===== src/common/mpu_pkg.sv =====
////////////////////////////////////////////////////////////
// MPU shared definitions
// Widths, host command encodings, stream beat and status
////////////////////////////////////////////////////////////
package mpu_pkg;

	// Parameter defaults, set again at the top level
	localparam int SIZE_THREAD_MEM_DEF = 64;
	localparam int NUM_ISSUE_DEF       = 4;
	localparam int NUM_THREADS         = 8;

	typedef logic [31:0] instr_t;
	typedef logic [2:0]  id_t;           // Eight threads
	typedef logic [5:0]  t_address_t;
	typedef logic [6:0]  length_t;       // 1 to 64 words
	typedef logic [2:0]  issue_no_t;     // Wraps at 8

	typedef enum logic [1:0] {
		op_define = 2'd0,
		op_write  = 2'd1,
		op_run    = 2'd2
	} host_op_t;

	typedef struct packed {
		host_op_t op;
		id_t      thread_id;
		length_t  length;                // Used by define
		instr_t   instr;                 // Used by write
	} host_cmd_t;

	typedef struct packed {
		logic ok;
	} host_rsp_t;

	typedef struct packed {
		logic       valid;
		t_address_t base;
		length_t    length;
	} map_entry_t;

	typedef struct packed {
		instr_t    instr;
		issue_no_t issue_no;
		logic      last;                 // Final word of the thread
	} tpu_beat_t;

	typedef struct packed {
		logic busy;
		logic mem_full;
		logic map_full;
		logic commit_full;
		logic sending;
	} mpu_stat_t;

endpackage

===== src/verilog/mpu_top.sv =====
`timescale 1ns/1ps
////////////////////////////////////////////////////////////
// MPU top level
// Host port, thread store, map, issue tracking, dispatch
////////////////////////////////////////////////////////////
module mpu_top #(
	parameter int SIZE_THREAD_MEM = mpu_pkg::SIZE_THREAD_MEM_DEF,
	parameter int NUM_ISSUE       = mpu_pkg::NUM_ISSUE_DEF
) (
	input  logic               clock,
	input  logic               reset,
	input  logic               host_req,
	input  mpu_pkg::host_cmd_t host_cmd,
	output logic               host_ack,
	output mpu_pkg::host_rsp_t host_rsp,
	output logic               tpu_valid,
	output mpu_pkg::tpu_beat_t tpu_beat,
	input  logic               tpu_ready,
	input  logic               commit_req,
	input  mpu_pkg::issue_no_t commit_no,
	output mpu_pkg::mpu_stat_t status
);
	import mpu_pkg::*;

	logic       map_def_req;
	logic       map_def_done;
	logic       map_def_ok;
	t_address_t map_def_base;
	id_t        query_id;
	map_entry_t query_entry;
	id_t        lookup_id;
	map_entry_t lookup_entry;
	logic       mem_we;
	t_address_t mem_waddr;
	instr_t     mem_wdata;
	t_address_t mem_raddr;
	instr_t     mem_rdata;
	logic       issue_req;
	logic       issue_done;
	logic       disp_req;
	id_t        disp_id;
	issue_no_t  disp_issue_no;
	logic       disp_taken;
	logic       host_busy;
	logic       mem_full;
	logic       map_full;
	logic       commit_full;
	logic       sending;

	assign status = '{busy: host_busy, mem_full: mem_full, map_full: map_full,
		commit_full: commit_full, sending: sending};

	////////////////////////////////////////////////////////////
	// Block instances
	////////////////////////////////////////////////////////////
	mpu_host_if i_host_if (
		.clock        (clock),
		.reset        (reset),
		.host_req     (host_req),
		.host_cmd     (host_cmd),
		.host_ack     (host_ack),
		.host_rsp     (host_rsp),
		.map_def_req  (map_def_req),
		.map_def_done (map_def_done),
		.map_def_ok   (map_def_ok),
		.map_def_base (map_def_base),
		.map_entry    (query_entry),
		.map_query_id (query_id),
		.mem_we       (mem_we),
		.mem_waddr    (mem_waddr),
		.mem_wdata    (mem_wdata),
		.issue_req    (issue_req),
		.issue_done   (issue_done),
		.busy         (host_busy)
	);

	mpu_thread_mem i_thread_mem (
		.clock (clock),
		.we    (mem_we),
		.waddr (mem_waddr),
		.wdata (mem_wdata),
		.raddr (mem_raddr),
		.rdata (mem_rdata)
	);

	// Define takes its id from the query path, length from the command
	mpu_map_table #(
		.SIZE_THREAD_MEM (SIZE_THREAD_MEM)
	) i_map_table (
		.clock        (clock),
		.reset        (reset),
		.def_req      (map_def_req),
		.def_id       (query_id),
		.def_len      (host_cmd.length),
		.def_done     (map_def_done),
		.def_ok       (map_def_ok),
		.def_base     (map_def_base),
		.query_id     (query_id),
		.query_entry  (query_entry),
		.lookup_id    (lookup_id),
		.lookup_entry (lookup_entry),
		.mem_full     (mem_full),
		.map_full     (map_full)
	);

	mpu_issue_commit #(
		.NUM_ISSUE (NUM_ISSUE)
	) i_issue_commit (
		.clock         (clock),
		.reset         (reset),
		.issue_req     (issue_req),
		.issue_id      (query_id),
		.issue_done    (issue_done),
		.disp_req      (disp_req),
		.disp_id       (disp_id),
		.disp_issue_no (disp_issue_no),
		.disp_taken    (disp_taken),
		.commit_req    (commit_req),
		.commit_no     (commit_no),
		.commit_full   (commit_full)
	);

	mpu_dispatch i_dispatch (
		.clock         (clock),
		.reset         (reset),
		.disp_req      (disp_req),
		.disp_id       (disp_id),
		.disp_issue_no (disp_issue_no),
		.disp_taken    (disp_taken),
		.lookup_id     (lookup_id),
		.lookup_entry  (lookup_entry),
		.mem_raddr     (mem_raddr),
		.mem_rdata     (mem_rdata),
		.tpu_valid     (tpu_valid),
		.tpu_beat      (tpu_beat),
		.tpu_ready     (tpu_ready),
		.sending       (sending)
	);

endmodule


===== src/mpu/mpu_dispatch.sv =====
`timescale 1ns/1ps
////////////////////////////////////////////////////////////
// MPU dispatch
// Streams thread words to the array under back-pressure
////////////////////////////////////////////////////////////
module mpu_dispatch (
	input  logic                clock,
	input  logic                reset,
	input  logic                disp_req,
	input  mpu_pkg::id_t        disp_id,
	input  mpu_pkg::issue_no_t  disp_issue_no,
	output logic                disp_taken,
	output mpu_pkg::id_t        lookup_id,
	input  mpu_pkg::map_entry_t lookup_entry,
	output mpu_pkg::t_address_t mem_raddr,
	input  mpu_pkg::instr_t     mem_rdata,
	output logic                tpu_valid,
	output mpu_pkg::tpu_beat_t  tpu_beat,
	input  logic                tpu_ready,
	output logic                sending
);
	import mpu_pkg::*;

	typedef enum logic [1:0] {
		st_idle,
		st_lookup,
		st_read,
		st_stream
	} state_t;

	state_t     state;
	id_t        cur_id;
	issue_no_t  cur_no;
	t_address_t base;
	length_t    len;
	length_t    rd_idx;                     // Word now in mem_rdata
	length_t    rd_next;
	logic       load;
	logic       xfer;

	assign xfer      = tpu_valid && tpu_ready;
	assign load      = (state == st_stream) && (rd_idx < len) && (!tpu_valid || tpu_ready);
	assign rd_next   = load ? rd_idx + 7'd1 : rd_idx;
	assign mem_raddr = base + rd_next[5:0];     // Next read issued with the load
	assign lookup_id = cur_id;
	assign sending   = (state != st_idle);

	////////////////////////////////////////////////////////////
	// Stream control
	////////////////////////////////////////////////////////////
	always_ff @(posedge clock) begin
		if (reset) begin
			state      <= st_idle;
			disp_taken <= 1'b0;
			tpu_valid  <= 1'b0;
			rd_idx     <= '0;
		end else begin
			disp_taken <= 1'b0;
			case (state)
				st_idle: begin
					if (disp_req) begin
						disp_taken <= 1'b1;     // Empties the hand-off register
						rd_idx     <= '0;
						state      <= st_lookup;
					end
				end
				st_lookup: state <= st_read;
				st_read:   state <= st_stream;  // First word read in flight
				st_stream: begin
					if (load) begin
						tpu_valid <= 1'b1;
						rd_idx    <= rd_idx + 7'd1;
					end else if (xfer) begin
						tpu_valid <= 1'b0;
					end
					if (xfer && tpu_beat.last) begin
						state <= st_idle;
					end
				end
				default: state <= st_idle;
			endcase
		end
	end

	// Thread context and output beat
	always_ff @(posedge clock) begin
		if (state == st_idle && disp_req) begin
			cur_id <= disp_id;
			cur_no <= disp_issue_no;
		end
		if (state == st_lookup) begin
			base <= lookup_entry.base;
			len  <= lookup_entry.length;
		end
		if (load) begin
			tpu_beat <= '{instr: mem_rdata, issue_no: cur_no, last: (rd_idx == len - 7'd1)};
		end
	end

	assert property (@(posedge clock) disable iff (reset)
		tpu_valid && !tpu_ready |=> tpu_valid && $stable(tpu_beat))
		else $error("tpu_beat dropped or changed under back-pressure");

endmodule


===== src/mpu/mpu_issue_commit.sv =====
`timescale 1ns/1ps
////////////////////////////////////////////////////////////
// MPU issue and commit tracking
// Hands out issue numbers and frees them on commit
////////////////////////////////////////////////////////////
module mpu_issue_commit #(
	parameter int NUM_ISSUE = mpu_pkg::NUM_ISSUE_DEF
) (
	input  logic               clock,
	input  logic               reset,
	input  logic               issue_req,
	input  mpu_pkg::id_t       issue_id,
	output logic               issue_done,
	output logic               disp_req,
	output mpu_pkg::id_t       disp_id,
	output mpu_pkg::issue_no_t disp_issue_no,
	input  logic               disp_taken,
	input  logic               commit_req,
	input  mpu_pkg::issue_no_t commit_no,
	output logic               commit_full
);
	import mpu_pkg::*;

	localparam int NUM_NO = 1 << $bits(issue_no_t);

	issue_no_t         next_no;
	logic [NUM_NO-1:0] in_flight;               // One bit per issue number
	logic [3:0]        flight_cnt;
	logic              can_issue;
	logic              issue_go;

	assign flight_cnt  = 4'($countones(in_flight));
	assign commit_full = (flight_cnt == 4'(NUM_ISSUE));

	// Slot free, hand-off empty, number not still outstanding
	assign can_issue = (flight_cnt < 4'(NUM_ISSUE)) && !disp_req && !in_flight[next_no];
	assign issue_go  = issue_req && !issue_done && can_issue;

	////////////////////////////////////////////////////////////
	// Slot tracking and hand-off control
	////////////////////////////////////////////////////////////
	always_ff @(posedge clock) begin
		if (reset) begin
			next_no    <= '0;
			in_flight  <= '0;
			issue_done <= 1'b0;
			disp_req   <= 1'b0;
		end else begin
			issue_done <= 1'b0;
			if (commit_req) begin
				in_flight[commit_no] <= 1'b0;    // Freed next cycle
			end
			if (disp_taken) begin
				disp_req <= 1'b0;
			end
			if (issue_go) begin
				issue_done         <= 1'b1;
				disp_req           <= 1'b1;
				in_flight[next_no] <= 1'b1;
				next_no            <= next_no + 3'd1;
			end
		end
	end

	// Hand-off register contents
	always_ff @(posedge clock) begin
		if (issue_go) begin
			disp_id       <= issue_id;
			disp_issue_no <= next_no;
		end
	end

	assert property (@(posedge clock) disable iff (reset)
		commit_req |-> in_flight[commit_no])
		else $error("Commit of an issue number not in flight");

endmodule


===== src/mpu/mpu_map_table.sv =====
`timescale 1ns/1ps
////////////////////////////////////////////////////////////
// MPU map table
// Per-thread base and length, in-order space allocation
////////////////////////////////////////////////////////////
module mpu_map_table #(
	parameter int SIZE_THREAD_MEM = mpu_pkg::SIZE_THREAD_MEM_DEF
) (
	input  logic                clock,
	input  logic                reset,
	input  logic                def_req,
	input  mpu_pkg::id_t        def_id,
	input  mpu_pkg::length_t    def_len,
	output logic                def_done,
	output logic                def_ok,
	output mpu_pkg::t_address_t def_base,
	input  mpu_pkg::id_t        query_id,
	output mpu_pkg::map_entry_t query_entry,
	input  mpu_pkg::id_t        lookup_id,
	output mpu_pkg::map_entry_t lookup_entry,
	output logic                mem_full,
	output logic                map_full
);
	import mpu_pkg::*;

	map_entry_t             map_q [NUM_THREADS];
	length_t                used_size;      // Allocation pointer
	logic [7:0]             need_size;
	logic                   def_accept;
	logic [NUM_THREADS-1:0] valid_bits;

	assign need_size  = {1'b0, used_size} + {1'b0, def_len};
	assign def_accept = !map_q[def_id].valid && (def_len != '0) &&
		(need_size <= 8'(SIZE_THREAD_MEM));

	always_comb begin
		for (int i = 0; i < NUM_THREADS; i++) begin
			valid_bits[i] = map_q[i].valid;
		end
	end

	assign query_entry  = map_q[query_id];
	assign lookup_entry = map_q[lookup_id];
	assign mem_full     = (used_size == length_t'(SIZE_THREAD_MEM));
	assign map_full     = &valid_bits;

	always_ff @(posedge clock) begin
		if (reset) begin
			for (int i = 0; i < NUM_THREADS; i++) begin
				map_q[i] <= '0;
			end
			used_size <= '0;
			def_done  <= 1'b0;
			def_ok    <= 1'b0;
			def_base  <= '0;
		end else begin
			def_done <= 1'b0;                   // Single cycle pulse
			if (def_req && !def_done) begin
				def_done <= 1'b1;
				def_ok   <= def_accept;
				def_base <= used_size[5:0];
				if (def_accept) begin
					map_q[def_id] <= '{valid: 1'b1, base: used_size[5:0], length: def_len};
					used_size     <= used_size + def_len;
				end
			end
		end
	end

	assert property (@(posedge clock) disable iff (reset)
		int'(used_size) <= SIZE_THREAD_MEM)
		else $error("Thread memory overallocated");

endmodule


===== src/mpu/mpu_thread_mem.sv =====
`timescale 1ns/1ps
////////////////////////////////////////////////////////////
// MPU thread memory
// Instruction store, host write port, registered read port
////////////////////////////////////////////////////////////
module mpu_thread_mem (
	input  logic                clock,
	input  logic                we,
	input  mpu_pkg::t_address_t waddr,
	input  mpu_pkg::instr_t     wdata,
	input  mpu_pkg::t_address_t raddr,
	output mpu_pkg::instr_t     rdata
);
	import mpu_pkg::*;

	localparam int DEPTH = 1 << $bits(t_address_t);

	instr_t mem [DEPTH];

	always_ff @(posedge clock) begin
		if (we) begin
			mem[waddr] <= wdata;
		end
		rdata <= mem[raddr];                    // One cycle latency
	end

endmodule


===== src/mpu/mpu_host_if.sv =====
`timescale 1ns/1ps
////////////////////////////////////////////////////////////
// MPU host interface
// Four-phase command port, decodes define, write and run
////////////////////////////////////////////////////////////
module mpu_host_if (
	input  logic                clock,
	input  logic                reset,
	input  logic                host_req,
	input  mpu_pkg::host_cmd_t  host_cmd,
	output logic                host_ack,
	output mpu_pkg::host_rsp_t  host_rsp,
	output logic                map_def_req,
	input  logic                map_def_done,
	input  logic                map_def_ok,
	input  mpu_pkg::t_address_t map_def_base,
	input  mpu_pkg::map_entry_t map_entry,
	output mpu_pkg::id_t        map_query_id,
	output logic                mem_we,
	output mpu_pkg::t_address_t mem_waddr,
	output mpu_pkg::instr_t     mem_wdata,
	output logic                issue_req,
	input  logic                issue_done,
	output logic                busy
);
	import mpu_pkg::*;

	typedef enum logic [2:0] {
		st_idle,
		st_define,
		st_write,
		st_query,
		st_issue,
		st_ack_wait
	} state_t;

	state_t     state;
	logic       cur_valid;                  // Thread open for writes
	t_address_t cur_base;
	length_t    cur_len;
	length_t    cur_cnt;                    // Words written so far
	logic       write_ok;

	assign write_ok     = cur_valid && (cur_cnt < cur_len);
	assign host_ack     = (state == st_ack_wait);
	assign map_query_id = host_cmd.thread_id;
	assign map_def_req  = (state == st_define);
	assign issue_req    = (state == st_issue);
	assign mem_we       = (state == st_write);
	assign mem_waddr    = cur_base + cur_cnt[5:0];  // Write pointer
	assign mem_wdata    = host_cmd.instr;
	assign busy         = (state != st_idle);

	always_ff @(posedge clock) begin
		if (reset) begin
			state     <= st_idle;
			host_rsp  <= '0;
			cur_valid <= 1'b0;
			cur_base  <= '0;
			cur_len   <= '0;
			cur_cnt   <= '0;
		end else begin
			case (state)
				st_idle: begin
					if (host_req) begin
						host_rsp.ok <= 1'b0;
						case (host_cmd.op)
							op_define: state <= st_define;
							op_write:  state <= write_ok ? st_write : st_ack_wait;
							op_run:    state <= st_query;
							default:   state <= st_ack_wait;  // Unknown op refused
						endcase
					end
				end
				st_define: begin
					if (map_def_done) begin
						host_rsp.ok <= map_def_ok;
						cur_valid   <= map_def_ok;
						cur_base    <= map_def_base;
						cur_len     <= host_cmd.length;
						cur_cnt     <= '0;
						state       <= st_ack_wait;
					end
				end
				st_write: begin
					cur_cnt     <= cur_cnt + 7'd1;
					host_rsp.ok <= 1'b1;
					state       <= st_ack_wait;
				end
				st_query: begin
					// Undefined thread is answered without an issue
					state <= map_entry.valid ? st_issue : st_ack_wait;
				end
				st_issue: begin
					if (issue_done) begin
						host_rsp.ok <= 1'b1;
						state       <= st_ack_wait;
					end
				end
				st_ack_wait: begin
					if (!host_req) begin
						state <= st_idle;
					end
				end
				default: state <= st_idle;
			endcase
		end
	end

	// Command is held by the host until the acknowledgement
	assert property (@(posedge clock) disable iff (reset)
		host_req && !host_ack |=> !(host_req && !host_ack) || $stable(host_cmd))
		else $error("host_cmd changed while a request was pending");

endmodule


===== config.mk =====
export PLATFORM = sky130hd
export DESIGN_NAME = mpu_top
export DESIGN_NICKNAME = d
export VERILOG_FILES = /design/src/common/mpu_pkg.sv /design/src/verilog/mpu_top.sv /design/src/mpu/mpu_dispatch.sv /design/src/mpu/mpu_issue_commit.sv /design/src/mpu/mpu_map_table.sv /design/src/mpu/mpu_thread_mem.sv /design/src/mpu/mpu_host_if.sv
export SDC_FILE = /design/constraint.sdc
export NUM_CORES = 2
export LEC_CHECK = 0
export BUFFER_PORTS_ARGS = -buffer_cell sky130_fd_sc_hd__clkbuf_2
export CORE_MARGIN = 2
export CORE_UTILIZATION = 40
export CTS_CLUSTER_DIAMETER = 100
export DETAILED_ROUTE_END_ITERATION = 8
export GPL_ROUTABILITY_DRIVEN = 0
export PLACE_DENSITY = 0.56
export SYNTH_ARGS = -nofsm -noshare
export SYNTH_HDL_FRONTEND = slang
export SYNTH_SLANG_ARGS = --single-unit

===== constraint.sdc =====
create_clock -name clock -period 6 [get_ports clock]
set_input_delay 1.2 -clock clock [delete_from_list [all_inputs] [get_ports clock]]
set_output_delay 1.2 -clock clock [all_outputs]
set_load 0.01 [all_outputs]

==> metrics.md <==
| Metric | Value |
|---|---|
| Crit start category | `flop` |
| Min-Delay Endpoint | `i_dispatch.cur_no[1]` |
| Number of fillers in the final layout | `18800` |
| Transition time of the tightest slew-check pin | `1.16 ns` |
| Worst reg2reg path startpoint | `i_dispatch.rd_idx[5]` |
| Peak supply drop | `between 0.2 and 0.3 mV` |
| Max capacitance violation total | `0` |
| Detailed placer's ending HPWL | `roughly 140 mm` |
| Power density normalized to cell area | `398 nW/µm²` |
| Area growth, synth to finish | `15.1%` |
| First-pass GRT wire length | `between 300 and 400 mm` |
| Floorplan row count | `174` |
| Run status | `completed` |
| Final-stage net count | `5001` |
| Post-route fraction of the period consumed by the critical path | `around nine tenths` |
| Static leakage | `0.0332 µW` |
| Combined area of the multi-input logic cells | `21100 µm²` |
| Antenna violations before repair | `8` |
| Kind of capture point of the worst setup path | `flop` |
| Grt ovf | `0` |
| Final slew viol count | `0` |
| Post-synth ARST share | `0%` |
| Core outline area | `224000 µm²` |
| Cells after DPL | `7656` |
| Number of synthesized flops with an enable pin | `roughly 2200` |
| Post-Synthesis Mean Instance Area | `19.7 µm²` |
| Area taken by flip-flops and latches | `just under 70000 µm²` |
| Period minus WS final | `between 5 and 6 ns` |
| Setup slack on the worst flop-to-flop path | `around 0.64 ns` |
| Setup slack at placement | `0.392 ns` |
| Height of the die | `between 400 and 500 µm` |
| Syn Std Cell Area | `90200 µm²` |
| Part of the power in registers | `44.3%` |
| Total CTS buffers | `about 230` |
| Clock latency reported for the late side of the worst-skew pair | `a little under 0.9 ns` |
| Overall track demand over capacity in global routing | `20.6%` |
| Highest clock rate | `0.187 GHz` |
| Average detailed-routed wire length per instance | `29.3 µm` |
| FF-to-FF path depth | `14` |
| Buffers inserted by post-CTS timing repair | `0` |
| Overall routed net length | `about 240 mm` |
| Clock Power Share | `34.4%` |
| Max clock buf depth | `3` |
| Synth warn | `0` |
| Slew HR | `roughly 22%` |
| RSZ-0062 raised after global routing | `false` |
| CTS Hold Bufs | `0` |
| Area share of the leading cell type in the synthesized netlist | `73.7%` |
| Via count of the first global-routing pass | `45900` |
| Area of the die | `229000 µm²` |
| Clock skew after layout | `~0.073 ns` |
| Final core utilization | `between 40% and 50%` |
| Post-synthesis sequential area ratio | `76.0%` |
| Num ports | `96` |
| Standard cell with the maximum stage delay on the critical path | `sky130_fd_sc_hd__fa_4` |
| Combinational share of power | `21.3%` |
| Clock sink count | `2317` |
| Dominant synthesized flop cell | `sky130_fd_sc_hd__edfxtp_1` |
| Max FO, Critical Path | `18` |
| Number of cells traversed by the worst hold path | `0` |
| Largest net degree at the start of global routing | `between 100 and 150` |
| Width of the die | `479 µm` |
| Vias per inst | `5.67` |
| Via count | `about 46000` |
| Leading cell types in the layout, fill and taps excluded | `2213 x sky130_fd_sc_hd__edfxtp_1, 540 x sky130_fd_sc_hd__mux4_2, 432 x sky130_fd_sc_hd__nand2_1, 235 x sky130_fd_sc_hd__nor2_1, 233 x sky130_fd_sc_hd__clkbuf_16` |
| Cell-by-cell listing of the critical path | `ha_1 > a21oi_1 > nand2_1 > a2111oi_4 > buf_4 > mux2_2 > fa_4 > buf_12 > buf_4 > mux4_2 > mux2i_1 > a32oi_1 > o221ai_1 > mux2i_1` |
| End of the worst register-to-register path | `i_thread_mem.rdata[4]` |
| Hold crit path type | `reg2reg` |
| Buffer type at the clock tree root | `sky130_fd_sc_hd__clkbuf_16` |
| DRC violation total after the first TritonRoute iteration | `5018` |
| Hold_sp | `i_issue_commit.disp_issue_no[1]` |
| Worst Slack Setup Final | `0.641 ns` |
| Worst setup path start | `i_dispatch.rd_idx[5]` |
| Endpoint required time on the critical path | `6.80 ns` |
| WP data arrival | `6.16 ns` |
| # setup viols final | `0` |
| Level count of the clock H-tree | `4` |
| Gates resized, CTS repair | `0` |
| Fraction of layout instances using a drive strength above 1 | `25.6%` |
| Number of distinct library cells after synthesis | `63` |
| Int Pwr | `29800 µW` |
| Switching part of the total | `27.9%` |
| Dominant cell type by area after synthesis | `sky130_fd_sc_hd__edfxtp_1` |
| Largest incremental delay on the critical path | `0.91 ns` |
| Setup Total Neg Slack | `0 ns` |
| Ranking of synthesized cells by area | `sky130_fd_sc_hd__edfxtp_1 74%, sky130_fd_sc_hd__mux4_2 13%, sky130_fd_sc_hd__dfxtp_1 2.3%` |
| Net count after synthesis | `4689` |
| Initial core utilization | `approximately two fifths` |
| Post-synthesis register bit count | `2317` |
| Number of hold-slack violations in the final timing report | `0` |
| Final routed DRC violation total | `0` |
| Non-filler cells, final | `between 8000 and 9000` |
| Switching power | `11500 µW` |
| Critical Setup Path Class | `reg2reg` |
| TritonCTS clock tree | `built` |
| Instance count of the mapped netlist | `4585` |
| Input/output buffers | `95` |
| Iteration count of the initial detailed-routing pass | `7` |
| Most frequent standard cell in the layout excluding fill and tap cells | `sky130_fd_sc_hd__edfxtp_1` |
| Clock Pin Slew Worst Setup and Hold Paths | `0.06 ns` |
| Post-route antenna net violation count | `0` |
[metal layers]
layer | GRT usage, % | vias to the layer above | routed length [µm]
met5 | 0 | - | 0
li1 | - | 19300 | -
met3 | 3.64 | 271 | 17300
met4 | 4.60 | 0 | 4490
met2 | 32.6 | 1647 | 113000
met1 | 29.8 | 24600 | 103000
[sequential cells by signal (all words and copies together), names as in the netlist, 8 cells and up]
register / cells
i_dispatch.tpu_beat: 36
i_issue_commit.in_flight: 8
i_map_table.map_q: 112
i_thread_mem.mem: 2048
i_thread_mem.rdata: 32
[power by group through the flow]
| stage | Combinational [µW] | Clock (µW) | Sequential, µW |
|---|---|---|---|
| final | 8820 | 14200 | 18300 |
| after detailed placement | 8940 | 0 | 18600 |
| after floorplan | 5490 | 0 | 18500 |
| after global routing | 9420 | 15100 | 18300 |
| after global placement | 8940 | 0 | 18600 |
| after CTS | 8970 | 14400 | 18300 |
[cells in the mapped netlist (4+ instances only)]
cell type / n
sky130_fd_sc_hd__edfxtp_1: 2213
sky130_fd_sc_hd__mux4_2: 540
sky130_fd_sc_hd__nand2_1: 432
sky130_fd_sc_hd__nor2_1: 299
sky130_fd_sc_hd__clkbuf_1: 138
sky130_fd_sc_hd__mux2i_1: 108
sky130_fd_sc_hd__dfxtp_1: 104
sky130_fd_sc_hd__buf_1: 74
sky130_fd_sc_hd__nor3_1: 68
sky130_fd_sc_hd__a32oi_1: 65
sky130_fd_sc_hd__o221ai_1: 65
sky130_fd_sc_hd__inv_1: 57
sky130_fd_sc_hd__a21oi_1: 55
sky130_fd_sc_hd__nor4_1: 50
sky130_fd_sc_hd__ha_1: 45
sky130_fd_sc_hd__buf_2: 38
sky130_fd_sc_hd__nand3_1: 27
sky130_fd_sc_hd__o21ai_0: 25
sky130_fd_sc_hd__mux2_2: 19
sky130_fd_sc_hd__xnor2_1: 15
sky130_fd_sc_hd__xor2_1: 14
sky130_fd_sc_hd__nand2b_1: 12
sky130_fd_sc_hd__o31ai_1: 12
sky130_fd_sc_hd__o32ai_1: 9
sky130_fd_sc_hd__buf_4: 8
sky130_fd_sc_hd__nand4_1: 8
sky130_fd_sc_hd__fa_1: 7
sky130_fd_sc_hd__a21o_1: 6
sky130_fd_sc_hd__and3_1: 6
sky130_fd_sc_hd__or3_1: 6
sky130_fd_sc_hd__o211ai_1: 5
sky130_fd_sc_hd__a211oi_1: 4
sky130_fd_sc_hd__a31oi_1: 4
[kinds of logic after synthesis]
kind of cell    Yosys count  share of synthesized area (%)
flops                  2317                           76.0
simple gates            930                           4.33
mux                     667                           14.9
buf+inv                 317                           1.41
compound gates          273                           2.28
fa+ha+maj                52                          0.780
xor+xnor                 29                          0.282
[metrics by stage]
stage                     hold slack, ns  total power [µW]  cell area [µm²]
after global routing               0.400             42800           104000
final                              0.386             41300           104000
after floorplan                    0.386             24000            90200
after CTS                          0.393             41700           104000
after global placement             0.386             27600            96300
after detailed placement           0.390             27600            96300
[worst max-delay path, delay by kind of cell, from the launching register on]
kind | cells | cell delay, ns
multiplexers | 4 | 1.10
AND/OR/NAND/NOR | 1 | 0.11
adder cells (fa/ha/maj) | 2 | 1.22
AO/OA/AOI/OAI | 4 | 1.65
buffers and inverters | 3 | 0.69
flip-flops | 1 | 0.48
[cell type report]
| class | count | share of cell area (%) |
|---|---|---|
| antenna | 9 | 0.0217 |
| inverter | 58 | 0.210 |
| tap | 2992 | 3.61 |
| timing repair buffer | 338 | 2.65 |
| multi-input combinational | 1951 | 20.3 |
| clock inverter | 121 | 1.22 |
| sequential | 2317 | 66.0 |
| clock buffer | 304 | 5.94 |
[how the worst max path moves through the flow]
| stage | to | slack (ns) | cells past startpoint |
|---|---|---|---|
| 2_1_floorplan | i_thread_mem.rdata[23] | 0.51 | 13 |
| 5_1_grt | i_thread_mem.rdata[1] | 0.48 | 16 |
| 4_1_cts | i_thread_mem.rdata[7] | 0.62 | 14 |
| 6_report | i_thread_mem.rdata[4] | 0.64 | 14 |
| 3_5_place_dp | i_thread_mem.rdata[7] | 0.39 | 13 |
| 3_3_place_gp | i_thread_mem.rdata[7] | 0.39 | 13 |
No activity file was read; power rests on OpenSTA's default activity.
